===== config.mk =====
export PLATFORM = sky130hd
export DESIGN_NAME = accumTop
export DESIGN_NICKNAME = d
export VERILOG_FILES = /design/src/design/accumPkg.sv /design/src/design/accumPeer.sv /design/src/design/accumTop.sv /design/src/design/cmdFifo.sv /design/src/design/memArbiter.sv /design/src/design/sharedRam.sv
export VERILOG_INCLUDE_DIRS = /design/src /design/src/design
export SDC_FILE = /design/constraint.sdc
export NUM_CORES = 1
export LEC_CHECK = 0
export BUFFER_PORTS_ARGS = -buffer_cell sky130_fd_sc_hd__buf_2
export CAP_MARGIN = 20
export CORE_AREA = 2 2 281 283
export DETAILED_ROUTE_END_ITERATION = 10
export DIE_AREA = 0 0 283 285
export PLACE_DENSITY = 0.52
export SYNTH_ARGS = -nofsm -noshare
export SYNTH_HDL_FRONTEND = slang
export SYNTH_HIERARCHICAL = 1
export SYNTH_SLANG_ARGS = --single-unit
export TNS_END_PERCENT = 30

===== constraint.sdc =====
create_clock -name clk -period 5.8 [get_ports clk]
set_input_delay 0.58 -clock clk [delete_from_list [all_inputs] [get_ports clk]]
set_output_delay 0.58 -clock clk [all_outputs]
set_load 0.05 [all_outputs]

===== src/design/accum_macros.svh =====
////////////////////////////////////////
// width and size macros for the shared
// memory accumulator subsystem
// include in any file that sizes ports,
// memories or pointers
////////////////////////////////////////

`ifndef ACCUM_MACROS_SVH
`define ACCUM_MACROS_SVH

// ram word and operand width
`define ACC_DATA_W 16
// ram address width, 16 words
`define ACC_ADDR_W 4
// entries per command fifo
`define ACC_FIFO_DEPTH 4
// number of peer accumulator units
`define ACC_NUM_PORTS 2

`endif


===== src/mem_init.hex =====
// one 16-bit ram word per line in hex, addresses 0 to 15 in order
0000
0001
7ffe
8001
1234
fff0
4000
c000
00ff
ff00
7fff
8000
0a5a
5a5a
a5a5
3c3c


===== src/design/accumPkg.sv =====
////////////////////////////////////////
// types shared by the accumulator
// subsystem: opcodes, peer states and
// the command, result and ram request
// structs
////////////////////////////////////////

`include "accum_macros.svh"

package accumPkg;

  // command opcode, 2 bits
  typedef enum logic [1:0] {
    opAdd,    // word + operand
    opSub,    // word - operand
    opRead,   // plain read, no write-back
    opStore   // overwrite word with operand
  } accOpE;

  // peer sequencer
  typedef enum logic [1:0] {
    stIdle,   // nothing pending
    stRead,   // head waiting for or doing its ram read
    stWrite   // rdData valid, compute and write back
  } peerStateE;

  // incoming command, 22 bits
  typedef struct packed {
    accOpE                  op;
    logic [`ACC_ADDR_W-1:0] addr;
    logic [`ACC_DATA_W-1:0] operand;
  } accCmdT;

  // outgoing result, 39 bits
  typedef struct packed {
    accOpE                  op;
    logic [`ACC_ADDR_W-1:0] addr;
    logic [`ACC_DATA_W-1:0] oldVal;  // word before the access
    logic [`ACC_DATA_W-1:0] newVal;  // word after the access
    logic                   ovf;     // signed overflow of add/sub
  } accResultT;

  // one peer's request towards the arbiter
  typedef struct packed {
    logic                   req;     // wants the ram
    logic                   lock;    // keep grant for the next cycle
    logic [`ACC_ADDR_W-1:0] rdAddr;
    logic                   we;
    logic [`ACC_ADDR_W-1:0] wrAddr;
    logic [`ACC_DATA_W-1:0] wrData;
  } memReqT;

endpackage


===== src/design/accumPeer.sv =====
////////////////////////////////////////
// one accumulator unit
// buffers command strobes, then does an
// atomic read-modify-write on the ram:
// read, add/sub/store with overflow,
// write back, registered result strobe
// minimum latency is 3 cycles
////////////////////////////////////////

`include "accum_macros.svh"

module accumPeer (
  input  logic                   clk,
  input  logic                   arstN,
  input  logic                   cmdValid,     // single-cycle strobe
  input  accumPkg::accCmdT       cmd,
  output accumPkg::memReqT       memReq,
  input  logic                   grant,        // from the arbiter, combinational
  input  logic [`ACC_DATA_W-1:0] rdData,       // shared read bus
  output logic                   resultValid,  // single-cycle strobe
  output accumPkg::accResultT    result
);

  import accumPkg::*;

  localparam int dataW = `ACC_DATA_W;

  peerStateE        state;
  peerStateE        stateNext;
  accCmdT           head;        // command being serviced
  logic             empty;
  logic             inRead;
  logic             inWrite;
  logic             sub;
  logic [dataW-1:0] opnd;        // operand, inverted when subtracting
  logic [dataW-1:0] sum;
  logic             cSign;       // carry into the sign bit
  logic             cOut;        // carry out of the sign bit
  logic [dataW-1:0] newVal;
  logic             ovf;
  accResultT        resultD;

  cmdFifo uFifo (
    .clk      (clk),
    .arstN    (arstN),
    .push     (cmdValid),        // no back-pressure, always taken
    .pushData (cmd),
    .pop      (inWrite),         // head retires in the write cycle
    .head     (head),
    .empty    (empty)
  );

  assign inRead  = (state == stRead);
  assign inWrite = (state == stWrite);

  // sequencer
  always_comb begin
    stateNext = state;
    case (state)
      stIdle: begin
        if (cmdValid || !empty) begin
          stateNext = stRead;  // head is ready next cycle
        end
      end
      stRead: begin
        if (grant) begin
          stateNext = stWrite;  // read issued this cycle
        end
      end
      stWrite:  stateNext = stIdle;
      default:  stateNext = stIdle;
    endcase
  end

  always_ff @(posedge clk or negedge arstN) begin
    if (!arstN) begin
      state <= stIdle;
    end else begin
      state <= stateNext;
    end
  end

  // add/sub, split at the sign bit so both carries are visible
  assign sub  = (head.op == opSub);
  assign opnd = head.operand ^ {dataW{sub}};  // plus carry-in gives two's complement
  assign {cSign, sum[dataW-2:0]} = {1'b0, rdData[dataW-2:0]}
                                 + {1'b0, opnd[dataW-2:0]}
                                 + {{(dataW-1){1'b0}}, sub};
  assign {cOut, sum[dataW-1]} = {1'b0, rdData[dataW-1]}
                              + {1'b0, opnd[dataW-1]}
                              + {1'b0, cSign};

  always_comb begin
    case (head.op)
      opStore: begin
        newVal = head.operand;
        ovf    = 1'b0;
      end
      opRead: begin
        newVal = rdData;  // word unchanged
        ovf    = 1'b0;
      end
      default: begin
        newVal = sum;
        ovf    = cSign ^ cOut;  // sign carries disagree
      end
    endcase
  end

  // ram request, lock during the read keeps the write cycle ours
  always_comb begin
    memReq.req    = inRead;
    memReq.lock   = inRead;
    memReq.rdAddr = head.addr;
    memReq.we     = inWrite && (head.op != opRead);
    memReq.wrAddr = head.addr;
    memReq.wrData = newVal;
  end

  always_comb begin
    resultD.op     = head.op;
    resultD.addr   = head.addr;
    resultD.oldVal = rdData;
    resultD.newVal = newVal;
    resultD.ovf    = ovf;
  end

  // result strobe one cycle after the write
  always_ff @(posedge clk or negedge arstN) begin
    if (!arstN) begin
      resultValid <= 1'b0;
    end else begin
      resultValid <= inWrite;
    end
  end

  always_ff @(posedge clk) begin
    if (inWrite) begin
      result <= resultD;  // payload held until the next access
    end
  end

endmodule


===== src/design/accumTop.sv =====
////////////////////////////////////////
// accumulator subsystem top
// two peers share one ram through the
// rotating priority arbiter
// one command and one result port per
// peer, strobes only
////////////////////////////////////////

`include "accum_macros.svh"

module accumTop (
  input  logic                      clk,
  input  logic                      arstN,
  input  logic [`ACC_NUM_PORTS-1:0] cmdValid,
  input  accumPkg::accCmdT          cmd [`ACC_NUM_PORTS],
  output logic [`ACC_NUM_PORTS-1:0] resultValid,
  output accumPkg::accResultT       result [`ACC_NUM_PORTS]
);

  import accumPkg::*;

  memReqT                    memReq [`ACC_NUM_PORTS];  // peer to arbiter
  logic [`ACC_NUM_PORTS-1:0] grant;
  logic                      we;
  logic [`ACC_ADDR_W-1:0]    wrAddr;
  logic [`ACC_DATA_W-1:0]    wrData;
  logic [`ACC_ADDR_W-1:0]    rdAddr;
  logic [`ACC_DATA_W-1:0]    rdData;                   // broadcast to all peers

  for (genvar i = 0; i < `ACC_NUM_PORTS; i++) begin : gPeer
    accumPeer uPeer (
      .clk         (clk),
      .arstN       (arstN),
      .cmdValid    (cmdValid[i]),
      .cmd         (cmd[i]),
      .memReq      (memReq[i]),
      .grant       (grant[i]),
      .rdData      (rdData),
      .resultValid (resultValid[i]),
      .result      (result[i])
    );
  end

  memArbiter uArb (
    .clk    (clk),
    .arstN  (arstN),
    .req    (memReq),
    .grant  (grant),
    .we     (we),
    .wrAddr (wrAddr),
    .wrData (wrData),
    .rdAddr (rdAddr)
  );

  sharedRam uRam (
    .clk    (clk),
    .we     (we),
    .wrAddr (wrAddr),
    .wrData (wrData),
    .rdAddr (rdAddr),
    .rdData (rdData)
  );

endmodule


===== src/design/cmdFifo.sv =====
////////////////////////////////////////
// small command fifo for one peer
// circular buffer with a count, push
// and pop may share a cycle
// the caller's issue rate keeps it from
// filling, there is no full flag
////////////////////////////////////////

`include "accum_macros.svh"

module cmdFifo (
  input  logic             clk,
  input  logic             arstN,
  input  logic             push,
  input  accumPkg::accCmdT pushData,
  input  logic             pop,
  output accumPkg::accCmdT head,   // oldest entry, valid when not empty
  output logic             empty
);

  import accumPkg::*;

  localparam int ptrW = $clog2(`ACC_FIFO_DEPTH);

  accCmdT          mem [`ACC_FIFO_DEPTH];  // payload only, no reset
  logic [ptrW-1:0] wrPtr;
  logic [ptrW-1:0] rdPtr;
  logic [ptrW:0]   count;                  // 0 .. depth

  // step a pointer with wrap at the last entry
  function automatic logic [ptrW-1:0] nextPtr(input logic [ptrW-1:0] p);
    nextPtr = (p == ptrW'(`ACC_FIFO_DEPTH - 1)) ? '0 : p + 1'b1;
  endfunction

  always_ff @(posedge clk) begin
    if (push) begin
      mem[wrPtr] <= pushData;
    end
  end

  always_ff @(posedge clk or negedge arstN) begin
    if (!arstN) begin
      wrPtr <= '0;
      rdPtr <= '0;
      count <= '0;
    end else begin
      if (push) begin
        wrPtr <= nextPtr(wrPtr);
      end
      if (pop) begin
        rdPtr <= nextPtr(rdPtr);
      end
      case ({push, pop})
        2'b10:   count <= count + 1'b1;
        2'b01:   count <= count - 1'b1;
        default: count <= count;  // both or neither
      endcase
    end
  end

  assign head  = mem[rdPtr];
  assign empty = (count == '0);

endmodule


===== src/design/memArbiter.sv =====
////////////////////////////////////////
// rotating priority arbiter for the
// shared ram
// a masked and an unmasked fixed
// priority stage pick the owner, lock
// holds it for the write cycle, and the
// owner's request is muxed to the ram
////////////////////////////////////////

`include "accum_macros.svh"

module memArbiter (
  input  logic                      clk,
  input  logic                      arstN,
  input  accumPkg::memReqT          req [`ACC_NUM_PORTS],
  output logic [`ACC_NUM_PORTS-1:0] grant,   // one-hot
  output logic                      we,
  output logic [`ACC_ADDR_W-1:0]    wrAddr,
  output logic [`ACC_DATA_W-1:0]    wrData,
  output logic [`ACC_ADDR_W-1:0]    rdAddr
);

  localparam int nPorts = `ACC_NUM_PORTS;

  logic [nPorts-1:0] reqVec;       // request bits pulled out of the structs
  logic [nPorts-1:0] lockVec;
  logic [nPorts-1:0] maskQ;        // peers above the last one served
  logic [nPorts-1:0] ownerQ;       // grant of the previous cycle
  logic              holdQ;        // owner locked, this is its write cycle
  logic [nPorts-1:0] maskedGrant;
  logic [nPorts-1:0] plainGrant;
  logic [nPorts-1:0] freeGrant;

  // carry chain, lowest index wins
  // carry passes up only past bits with no request
  function automatic logic [nPorts-1:0] fixedPri(input logic [nPorts-1:0] r);
    logic [nPorts-1:0] c;
    c[0] = 1'b1;
    for (int i = 1; i < nPorts; i++) begin
      c[i] = c[i-1] & ~r[i-1];
    end
    return r & c;
  endfunction

  always_comb begin
    for (int i = 0; i < nPorts; i++) begin
      reqVec[i]  = req[i].req;
      lockVec[i] = req[i].lock;
    end
  end

  assign maskedGrant = fixedPri(reqVec & maskQ);
  assign plainGrant  = fixedPri(reqVec);                      // wraps around to peer 0
  assign freeGrant   = (|maskedGrant) ? maskedGrant : plainGrant;
  assign grant       = holdQ ? ownerQ : freeGrant;             // owner keeps it while locked

  always_ff @(posedge clk or negedge arstN) begin
    if (!arstN) begin
      holdQ  <= 1'b0;
      ownerQ <= '0;
      maskQ  <= '1;  // full mask, peer 0 first
    end else begin
      holdQ  <= |(grant & lockVec);
      ownerQ <= grant;
      if (holdQ) begin
        maskQ <= ~((ownerQ << 1) - 1'b1);  // access done, skip past the owner
      end
    end
  end

  // and-or mux of the granted request
  always_comb begin
    we     = 1'b0;
    wrAddr = '0;
    wrData = '0;
    rdAddr = '0;
    for (int i = 0; i < nPorts; i++) begin
      we     = we | (grant[i] & req[i].we);
      wrAddr = wrAddr | ({`ACC_ADDR_W{grant[i]}} & req[i].wrAddr);
      wrData = wrData | ({`ACC_DATA_W{grant[i]}} & req[i].wrData);
      rdAddr = rdAddr | ({`ACC_ADDR_W{grant[i]}} & req[i].rdAddr);
    end
  end

endmodule


===== src/design/sharedRam.sv =====
////////////////////////////////////////
// one read, one write synchronous ram
// read data is registered, one cycle
// after the address
// contents load from mem_init.hex at
// time zero, reset leaves them alone
////////////////////////////////////////

`include "accum_macros.svh"

module sharedRam (
  input  logic                   clk,
  input  logic                   we,      // write strobe
  input  logic [`ACC_ADDR_W-1:0] wrAddr,
  input  logic [`ACC_DATA_W-1:0] wrData,
  input  logic [`ACC_ADDR_W-1:0] rdAddr,
  output logic [`ACC_DATA_W-1:0] rdData   // valid the cycle after rdAddr
);

  // storage array, one entry per address
  logic [`ACC_DATA_W-1:0] mem [2**`ACC_ADDR_W];

  initial begin
    $readmemh("/design/src/mem_init.hex", mem);  // initial image, shared with the model
  end

  // write and read in the same edge
  always_ff @(posedge clk) begin
    if (we) begin
      mem[wrAddr] <= wrData;
    end
    rdData <= mem[rdAddr];  // nonblocking, so a same-address read sees the old word
  end

endmodule


### Yosys cells after proc, flatten, opt, wreduce, memory -nomap -nowiden

Memories as Yosys holds them, arrays and structs flattened. A register that Yosys moved wholly into a read port is not among the register bits.
Cells that the tools add are included.

| operators by class | value |
|---|---|
| add/subtract/negate cells | 17 |
| bitwise gates (word level) | 20 |
| multiplexer cells | 22 |
| $mul | 0 |
| equality and inequality tests | 24 |
| magnitude comparators | 0 |
| reduce and logical (&&, ||, !) cells | 18 |
| divide/modulo/power cells | 0 |
| shift-type cells | 0 |

Operator list:

| kind | number |
|---|---|
| 16-bit case mux with 2 select lines | 2 |
| 15-bit by 15-bit adder with 16-bit output | 2 |
| 16-bit by 1-bit adder with 16-bit output | 2 |
| 16-bit AND | 2 |
| 16-bit bitwise XOR | 2 |
| 2-bit equality test, second input constant | 12 |
| 2-bit two-way mux | 10 |
| 16-bit OR | 1 |
| 2-bit by 1-bit equality test with 1-bit output, second input constant | 6 |
| 3-bit case mux with 2 select lines | 2 |
| 2-bit by 1-bit adder with 2-bit output, second input constant | 4 |
| 2-bit AND | 4 |
| 4-bit AND | 2 |
| 2-bit by 1-bit != test with 1-bit output, second input constant | 4 |
| 2-bit case mux with 2 select lines | 2 |
| 2-bit OR reduction | 4 |
| 3-bit by 1-bit adder with 3-bit output, second input constant | 2 |
| 3-bit logical NOT | 2 |
| 1-bit two-way mux | 6 |
| 3-bit by 1-bit subtractor with 3-bit output, second input constant | 2 |
| 1-bit by 1-bit adder with 2-bit output | 2 |
| 2-bit by 1-bit adder with 2-bit output | 2 |
| 2-bit logical NOT | 2 |
| 2-bit != test, second input constant | 2 |
| 12 further kinds | 20 |

| word-level totals | value |
|---|---|
| register bits after elaboration | 103 |
| word-level logic and storage cells | 127 |
| bits in latches | 0 |
| memories | 3 |
| ROM bits | 0 |
| bits in writable memories | 432 |

Memories:

| name | words | width | rd ports | clocked after memory_dff | write ports | RTL line | RTL |
|---|---|---|---|---|---|---|---|
| uRam.mem | 16 | 16 | 1 | 1 | 1 | sharedRam.sv:21 | `` logic [`ACC_DATA_W-1:0] mem [2**`ACC_ADDR_W]; `` |
| gPeer[0].uPeer.uFifo.mem | 4 | 22 | 1 | 0 | 1 | cmdFifo.sv:25 | `` accCmdT mem [`ACC_FIFO_DEPTH]; `` |
| gPeer[1].uPeer.uFifo.mem | 4 | 22 | 1 | 0 | 1 | cmdFifo.sv:25 |  |

### Logic depth before layout (Yosys ltp)

Gate-level depths: netlist of run 1.

| logic depth | value |
|---|---|
| depth after elaboration | 11 |
| depth in mapped cells | 17 |

### By module

Netlist of run 1, hierarchy kept.

By module, submodules not included:

| module | seq. area each (um^2) | instances | area each (um^2) | cells each |
|---|---|---|---|---|
| sharedRam | 8,007.7 | 1 | 10,043.4 | 432 |
| accumPeer | 1,246.2 | 2 | 2,646.3 | 239 |
| cmdFifo (gPeer[0].uPeer.uFifo) | 2,817.7 | 1 | 3,623.5 | 152 |
| cmdFifo (gPeer[1].uPeer.uFifo) | 2,817.7 | 1 | 3,622.2 | 153 |
| memArbiter | 127.6 | 1 | 481.7 | 46 |

### Worst setup path after synthesis of run 1

No wires, ideal clock.

| timing | value |
|---|---|
| path kind | reg2reg |
| from | register gPeer[0].uPeer.state[0] |
| to | memory uRam/mem[0][0] (netlist bit) (enable) |
| stages on the path, launching flop included | 6 |
| required time | 5.391 ns |
| buffers on the path | 0 |
| path slack | 0.944 ns |
| arrival time | 4.446 ns |
| path through | dfrtp_1 > nor2b_1 > a21boi_0 > a22o_1 > or3b_2 > nor3_1 |

RTL lines:

| item | RTL line | RTL |
|---|---|---|
| start: declaration | accumPeer.sv:28 | `peerStateE state;` |
| start signal: assignment | accumPeer.sv:77 | `state <= stIdle;` |
| start signal: assignment | accumPeer.sv:79 | `state <= stateNext;` |
| end: declaration | sharedRam.sv:21 |  |

==> results of run 1 <==
==> worst paths after layout <==
kind,from,endpoint,slack (ns),cells past startpoint
setup / recovery,gPeer[1].uPeer/uFifo/rdPtr[0]$_DFFE_PN0P_,uRam/mem[3][10]$_DFFE_PP_,0.90,12
hold / removal,arstN,gPeer[1].uPeer/uFifo/rdPtr[1]$_DFFE_PN0P_,0.02,1
setup reg to reg,gPeer[1].uPeer/uFifo/rdPtr[0]$_DFFE_PN0P_,uRam/mem[3][10]$_DFFE_PP_,0.90,12
hold reg to reg,gPeer[1].uPeer/uFifo/count[2]$_DFFE_PN0P_,gPeer[1].uPeer/uFifo/count[2]$_DFFE_PN0P_,0.47,1
max in group asynchronous,arstN,gPeer[0].uPeer/resultValid$_DFF_PN0_,5.32,1
min in group clk,cmd[19],gPeer[1].uPeer/uFifo/mem[1][19]$_DFFE_PP_,0.19,1
==> critical path: cells and delay by family, from the launching register on <==
family | cells | cell delay (ns)
AO/OA/AOI/OAI | 5 | 2.23
multiplexers | 1 | 0.55
buffers and inverters | 2 | 0.53
adder cells (fa/ha/maj) | 1 | 0.42
flip-flops | 1 | 0.38
AND/OR/NAND/NOR | 2 | 0.35
XOR/XNOR | 1 | 0.19
==> cell usage after synthesis, drive strengths merged, types with 3 or more instances <==
master	number
nand2	59
clkbuf	26
xor2	18
or3b	3
fa	6
buf	44
nand3	5
a22oi	34
edfxtp	510
a211oi	6
mux2i	25
nor3	12
and2	11
dfrtp	23
inv	27
a21o	4
nand2b	8
nand4	6
nor2	53
mux4	108
xnor2	36
dfxtp	16
nor2b	9
o21ai	33
a22o	26
and3	4
ha	42
mux2	20
o21a	4
o211ai	4
o311ai	4
a21oi	32
a221oi	10
o22ai	4
==> final cells by class <==
type | instances | area, um^2 | area share (%)
tap | 1050 | 1310 | 4.91
multi-input combinational | 613 | 6270 | 23.4
sequential | 551 | 16300 | 60.8
timing repair buffer | 183 | 1050 | 3.94
clock buffer | 78 | 1540 | 5.74
inverter | 27 | 101 | 0.379
clock inverter | 26 | 208 | 0.777
==> layer usage <==
metal	vias to the layer above	track usage, %	routed length [um]
li1	5399	-	-
met1	6390	19.1	25500
met2	362	23.9	28400
met3	106	2.87	3050
met4	6	5.15	2170
met5	-	0	41
==> kinds of logic (layout without fill, tap and decap cells) <==
family	after synthesis	count (layout)	synth area share, %
buffers and inverters	97	314	2.51
flip-flops	551	551	70.5
XOR/XNOR	54	54	2.05
multiplexers	153	153	12.9
AO/OA/AOI/OAI	176	176	5.41
adder cells (fa/ha/maj)	48	48	2.80
AND/OR/NAND/NOR	182	182	3.78
==> state kept, by name (all words and copies together) (netlist names) <==
| name | cells |
|---|---|
| gPeer.uPeer/state | 4 |
| uArb/maskQ | 2 |
| uArb/holdQ | 1 |
| gPeer.uPeer/uFifo/wrPtr | 4 |
| uRam/rdData | 16 |
| uArb/ownerQ | 2 |
| gPeer.uPeer/result | 78 |
| gPeer.uPeer/uFifo/mem | 176 |
| gPeer.uPeer/uFifo/rdPtr | 4 |
| gPeer.uPeer/uFifo/count | 6 |
| gPeer.uPeer/resultValid | 2 |
| uRam/mem | 256 |
==> stage by stage <==
step	hold WS, ns	instance area (um^2)	instances
3_5_place_dp	0.459	25000	2424
4_1_cts	0.0237	26700	2528
6_report	0.0232	26700	2528
2_1_floorplan	0.284	23100	1261
3_3_place_gp	0.459	25000	2423
5_1_grt	0.0384	26700	2528
==> reports/qor.csv, run 1 <==
metric,value,unit
fmax,0.204,GHz
avgSynthCellArea,18.3,um^2
critPathMaxFanout,19,
synth-seq-area-share,70.5,%
mostFrequentLayoutCell,edfxtp_1,
synth_warnings,6,
syn_to_final_growth,16.0,%
layout_min_cycle_time,4.90,ns
tightest_slew,1.12,ns
postSynthCellCount,1261,
drtAntennaViolNets,0,
synth_ff_type,edfxtp_1,
crit_path_frequent_cell,buf_4,
finalHoldViolations,0,
grt_pass1_vias,12800,
dpl_worst_slack,0.869,ns
hold_buffers,0,
synthTopCellsByArea,"edfxtp_1, mux4_2, dfrtp_1, ha_1, mux4_1",
skew,0.0161,ns
cts.sinks,551,
vias,12300,
synth_nets,1357,
nets,1528,
initialDrtViolationCount,958,
fin_tns_setup,0,ns
synthDistinctLibCells,60,
dr.pass1.iters,5,
status,completed,
max-clock-path-buffers,3,
final-max-slew-violation-count,0,
die_w,283,um
yosysTopAreaCell,edfxtp_1,
synthDominantCellAreaShare,66.4,%
start_kind,flop,
endpoint_kind,flop,
fin_ws,0.899,ns
ys_async_sr_fraction,4.54,%
relSlewSlack,25.3,%
min_path_type,input port to asynchronous set/reset pin,
grt_pass1_wl,86300,um
h-tree-depth,2,
finalSetupViolCount,0,
wl_per_cell,23.4,um
drt_wl_total,59200,um
gp_congestion,0.790,
cts_resized,0,
coreArea,0.0780,mm^2
row_count,103,
synth_edf_count,510,
cts_made_buffers,56,
antenna_cells,0,
worstPathCellList,buf_4 > mux4_2 > buf_4 > or3b_4 > nand2_1 > fa_1 > a21o_1 > a221oi_2 > o22ai_1 > xnor2_1 > o21ai_0 > a22o_1,
worstPathRequired,6.15,ns
post-route-util,34.3,%
grt_max_degree,44,
slowest_delay,0.81,ns
layout-drive-gt1-share,26.8,%
period_share,84.5,%
crit_arrival,5.25,ns
grt.total_usage,14.5,%
drc,0,
synth_area,0.0231,mm^2
rsz0062_at_grt,false,
postCtsSetupRepairBufs,0,
clk_pin_slew,0.06,ns
cp_slowest_cell,o21ai_0,
initial_utilization,29.6,%
die_h,285,um
place.detailed.hpwl,38200,um
maxCapViolCount,0,
antenna_found_initial,4,
fill_cells,7417,
cts_tree,yes,
grt-ovfl-total,0,
mostFrequentLayoutCells,"edfxtp_1, buf_2, mux4_2",
root_buffer,clkbuf_16,
clk_latency,0.60,ns
dieArea,0.0807,mm^2
viasPerCell,4.85,
pin_count,128,
synth-seq-cells,551,
crit_type,flop to flop,
numPortBuffers,127,
Power of run 1 is not shown: default switching activity piles up to over one toggle a cycle in this logic, so the estimate is an artifact.
==> inputs of run 2 (changes only) <==
Clock period 5.8 ns to 5.1 ns, I/O delays scaled along.
==> run 2 against run 1 <==
Compared with the run above: via count decreased by 0.24%; hold slack improved by 0.082 ns; clock-buffer cell count unchanged; sequential cell count unchanged.
==> reports/qor.csv, run 2 (synthesis results as in run 1) <==
metric,value,unit
final-max-slew-violation-count,0,
cts.sinks,551,
maxCapViolCount,0,
row_count,103,
fmax,0.220,GHz
drt_wl_total,59900,um
root_buffer,clkbuf_16,
clk_latency,0.62,ns
wl_per_cell,23.4,um
finalHoldViolations,0,
grt-ovfl-total,0,
top_register,uRam/mem,
status,completed,
skew,0.0219,ns
period_share,89.3,%
crit_type,flop to flop,
largest_reg_flops,256,
nets,1554,
rsz0062_at_grt,false,
numPortBuffers,127,
antenna_found_initial,3,
fin_tns_setup,0,ns
die_w,283,um
dieArea,0.0807,mm^2
crit_path_frequent_cell,buf_4,
finalSetupViolCount,0,
cts_tree,yes,
largest_registers,"uRam/mem x256, gPeer.uPeer/uFifo/mem x176, gPeer.uPeer/result x78",
tightest_slew,1.16,ns
reg2reg_depth,12,
place.detailed.hpwl,39900,um
holdPathStages,1,
mostFrequentLayoutCell,edfxtp_1,
clk_pin_slew,0.06,ns
grt.total_usage,14.7,%
syn_to_final_growth,18.0,%
viasPerCell,4.79,
grt_max_degree,44,
layout_min_cycle_time,4.56,ns
postCtsSetupRepairBufs,0,
initialDrtViolationCount,1066,
vias,12200,
fill_cells,7349,
relSlewSlack,22.2,%
max-clock-path-buffers,3,
dr.pass1.iters,4,
initial_utilization,29.6,%
critPathMaxFanout,19,
die_h,285,um
mostFrequentLayoutCells,"edfxtp_1, buf_2, mux4_2",
endpoint_kind,flop,
drc,0,
h-tree-depth,2,
gp_congestion,0.828,
grt_pass1_wl,86900,um
drtAntennaViolNets,0,
start_kind,flop,
min_path_type,input port to flop,
coreArea,0.0780,mm^2
cts_resized,0,
cts_made_buffers,55,
crit_arrival,4.83,ns
grt_pass1_vias,12700,
worstPathCellList,buf_4 > mux4_2 > buf_4 > or3b_4 > nand2_1 > fa_1 > a21o_1 > a221oi_2 > o22ai_1 > or4_1 > and3_1 > a22o_1,
pin_count,128,
layout-drive-gt1-share,28.6,%
slowest_delay,0.53,ns
worstPathRequired,5.38,ns
cp_slowest_cell,mux4_2,
[run 2: changes by cell type in the layout (fill, tap and decap cells not counted), moves of 7 or more]
cell	change
bufinv_16	+7
clkinv_2	-7
clkbuf_8	+10
clkbuf_1	-9
buf_4	+26
[run 2: layer usage]
layer	part of all wire, %	up-vias	global-route usage (%)
met4	2.8	2	4.84
met5	0.012	-	0
met3	5.1	86	2.64
met2	47	323	23.6
met1	45	6371	20.2
li1	-	5451	-
[run 2: path summary, 6_finish.rpt]
path | from | end | slack (ns)
worst min register to register | gPeer[0].uPeer/uFifo/count[2]$_DFFE_PN0P_ | gPeer[0].uPeer/uFifo/count[2]$_DFFE_PN0P_ | 0.47
worst max register to register | gPeer[1].uPeer/uFifo/rdPtr[0]$_DFFE_PN0P_ | uRam/mem[15][14]$_DFFE_PP_ | 0.54
worst min-delay path | cmd[16] | gPeer[1].uPeer/uFifo/mem[1][16]$_DFFE_PP_ | 0.11
worst max-delay path | gPeer[1].uPeer/uFifo/rdPtr[0]$_DFFE_PN0P_ | uRam/mem[15][14]$_DFFE_PP_ | 0.54
max in group asynchronous | arstN | gPeer[0].uPeer/uFifo/wrPtr[1]$_DFFE_PN0P_ | 4.14
min in group asynchronous | arstN | gPeer[1].uPeer/uFifo/wrPtr[0]$_DFFE_PN0P_ | 0.47
[run 2: area by class of cell]
cell class                      instances  area [um^2]  area share, %
Sequential cell                       551        16300           59.7
Multi-Input combinational cell        613         6270           23.0
Timing Repair Buffer                  210         1270           4.68
Antenna cell                            1         2.50        0.00919
Clock buffer                           78         1610           5.93
Tap cell                             1050         1310           4.83
Clock inverter                         26          384           1.41
Inverter                               27          101          0.372
[run 2: what timing repair did]
item,4_1_cts,5_1_grt
hold buffers,1,0
endpoints found under the setup margin,0,0
hold endpoints to repair,23,0
[run 2: stage by stage]
step	util [%]	cell area (um^2)	setup slack, ns	cells	hold slack (ns)
2_1_floorplan	-	23100	0.244	1261	0.214
3_3_place_gp	32.3	25200	0.577	2450	0.463
3_5_place_dp	32.3	25200	0.567	2450	0.459
4_1_cts	34.9	27200	0.516	2555	0.0699
5_1_grt	34.9	27200	0.297	2555	0.0939
6_report	34.9	27200	0.545	2556	0.105
[run 2: worst max-delay path, delay by kind of cell, from the launching register on]
kind | cells | cell delay (ns)
AOI/OAI and AO/OA | 4 | 1.31
and+or+nand+nor | 4 | 1.08
muxes | 1 | 0.53
buffers and inverters | 2 | 0.48
adders and majority gates | 1 | 0.41
DFF | 1 | 0.39
Power of run 2 is left out for the same reason.
==> inputs of run 3 (changes only) <==
==> constraint.sdc (replaced) <==
create_clock -name clk -period 5.1 [get_ports clk]
set_input_delay 1.02 -clock clk [delete_from_list [all_inputs] [get_ports clk]]
set_output_delay 1.02 -clock clk [all_outputs]
set_load 0.05 [all_outputs]
==> run 3 against run 2 <==
Compared with the run above: sequential share of layout area barely moved; largest cell class unchanged; clock skew decreased by 0.00058 ns; maximum frequency down 0.49%; global-route usage did not move; register-to-register slack got worse by 0.02 ns; wire length increased by 0.12%; non-clock buffer count fell by 1; clock-buffer cell count unchanged; utilization about the same; first-iteration DRC count shrank 1.8%.
==> reports/qor.csv, run 3 (synthesis results as in run 1) <==
metric,value,unit
status,completed,
final-max-slew-violation-count,0,
post-route-util,34.9,%
critPathMaxFanout,19,
grt_max_degree,44,
fin_tns_setup,0,ns
max-clock-path-buffers,3,
grt.total_usage,14.7,%
largest_registers,"uRam/mem x256, gPeer.uPeer/uFifo/mem x176, gPeer.uPeer/result x78",
numPortBuffers,127,
cp_slowest_cell,mux4_2,
initialDrtViolationCount,1047,
fill_cells,7348,
worst-path-buf-inv,2,
wl_per_cell,23.5,um
slowest_delay,0.53,ns
cts_made_buffers,55,
crit_type,flop to flop,
worstPathRequired,5.37,ns
rsz0062_at_grt,false,
final_cell_count_no_fill,2555,
dp.cells,2450,
postCtsSetupRepairBufs,0,
mostFrequentLayoutCells,"edfxtp_1, buf_2, mux4_2",
viasPerCell,4.80,
start_kind,flop,
drtAntennaViolNets,0,
crit_path_frequent_cell,buf_4,
period_share,89.8,%
largest_reg_flops,256,
layout_min_cycle_time,4.58,ns
cts_tree,yes,
initial_utilization,29.6,%
coreArea,0.0780,mm^2
hold_buffers,0,
maxCapViolCount,0,
fmax,0.218,GHz
min_path_type,input port to asynchronous set/reset pin,
gp_congestion,0.828,
cp_top_family,compound AO/OA/AOI/OAI gates,
grt-ovfl-total,0,
finalSetupViolCount,0,
crit_arrival,4.85,ns
layout-drive-gt1-share,28.7,%
worstPathCellList,buf_4 > mux4_2 > buf_4 > or3b_4 > nand2_1 > fa_1 > a21o_1 > a221oi_2 > o22ai_1 > or4_1 > and3_1 > a22o_1,
antenna_found_initial,3,
dr.pass1.iters,5,
drc,0,
pin_count,128,
clk_pin_slew,0.06,ns
place.detailed.hpwl,39900,um
top_register,uRam/mem,
clk_latency,0.62,ns
relSlewSlack,22.0,%
tightest_slew,1.17,ns
skew,0.0213,ns
h-tree-depth,2,
die_w,283,um
root_buffer,clkbuf_16,
dieArea,0.0807,mm^2
vias,12300,
grt_pass1_wl,86900,um
nets,1553,
cts.sinks,551,
row_count,103,
drt_wl_total,60000,um
endpoint_kind,flop,
cts_resized,0,
mostFrequentLayoutCell,edfxtp_1,
grt_pass1_vias,12700,
syn_to_final_growth,18.0,%
die_h,285,um
finalHoldViolations,0,
run 3: cell types whose count changed in the layout (fill, tap and decap cells not counted):
cell           before  now
dlygate4sd3_1       1    0
run 3: metal layers:
metal  routed length (um)  part of all wire [%]  up-vias  GRT usage, %
met2                28300                    47      348          23.6
met1                26700                    45     6371          20.2
met4                 1680                   2.8        2          4.84
met5                    7                 0.012        -             0
met3                 3290                   5.5       89          2.64
li1                     -                     -     5448             -
run 3: metrics by stage:
stage,hold WS [ns],instance area (um^2),setup slack [ns]
finish,0.444,27200,0.522
global route,0.464,27200,0.297
CTS,0.438,27200,0.516
detailed placement,0.459,25200,0.567
global placement,0.463,25200,0.577
floorplan,0.425,23100,0.244
run 3: final cells by class:
cell class,instances,area (um^2),area share [%]
sequential,551,16300,59.8
antenna,1,2.50,0.00920
timing repair buffer,209,1260,4.64
clock inverter,26,384,1.41
multi-input combinational,613,6270,23.0
tap,1050,1310,4.83
inverter,27,101,0.372
clock buffer,78,1610,5.93
run 3: worst register-to-register path, cell delays in order (launching register included):
cell      delay (ns)
dfrtp_1         0.39
buf_4           0.23
mux4_2          0.53
buf_4           0.25
or3b_4          0.30
nand2_1         0.07
fa_1            0.41
a21o_1          0.23
a221oi_2        0.38
o22ai_1         0.30
or4_1           0.51
and3_1          0.23
a22o_1          0.41
run 3: worst paths after layout:
path | from | to | slack, ns | cells past startpoint
worst max-delay path | gPeer[1].uPeer/uFifo/rdPtr[0]$_DFFE_PN0P_ | uRam/mem[15][14]$_DFFE_PP_ | 0.52 | 12
min in group clk | gPeer[0].uPeer/uFifo/count[2]$_DFFE_PN0P_ | gPeer[0].uPeer/uFifo/count[2]$_DFFE_PN0P_ | 0.47 | 1
worst min register to register | gPeer[0].uPeer/uFifo/count[2]$_DFFE_PN0P_ | gPeer[0].uPeer/uFifo/count[2]$_DFFE_PN0P_ | 0.47 | 1
worst min-delay path | arstN | gPeer[1].uPeer/uFifo/wrPtr[0]$_DFFE_PN0P_ | 0.44 | 1
worst max register to register | gPeer[1].uPeer/uFifo/rdPtr[0]$_DFFE_PN0P_ | uRam/mem[15][14]$_DFFE_PP_ | 0.52 | 12
max in group asynchronous | arstN | gPeer[0].uPeer/uFifo/wrPtr[1]$_DFFE_PN0P_ | 4.17 | 1
Power of run 3 is left out for the same reason.
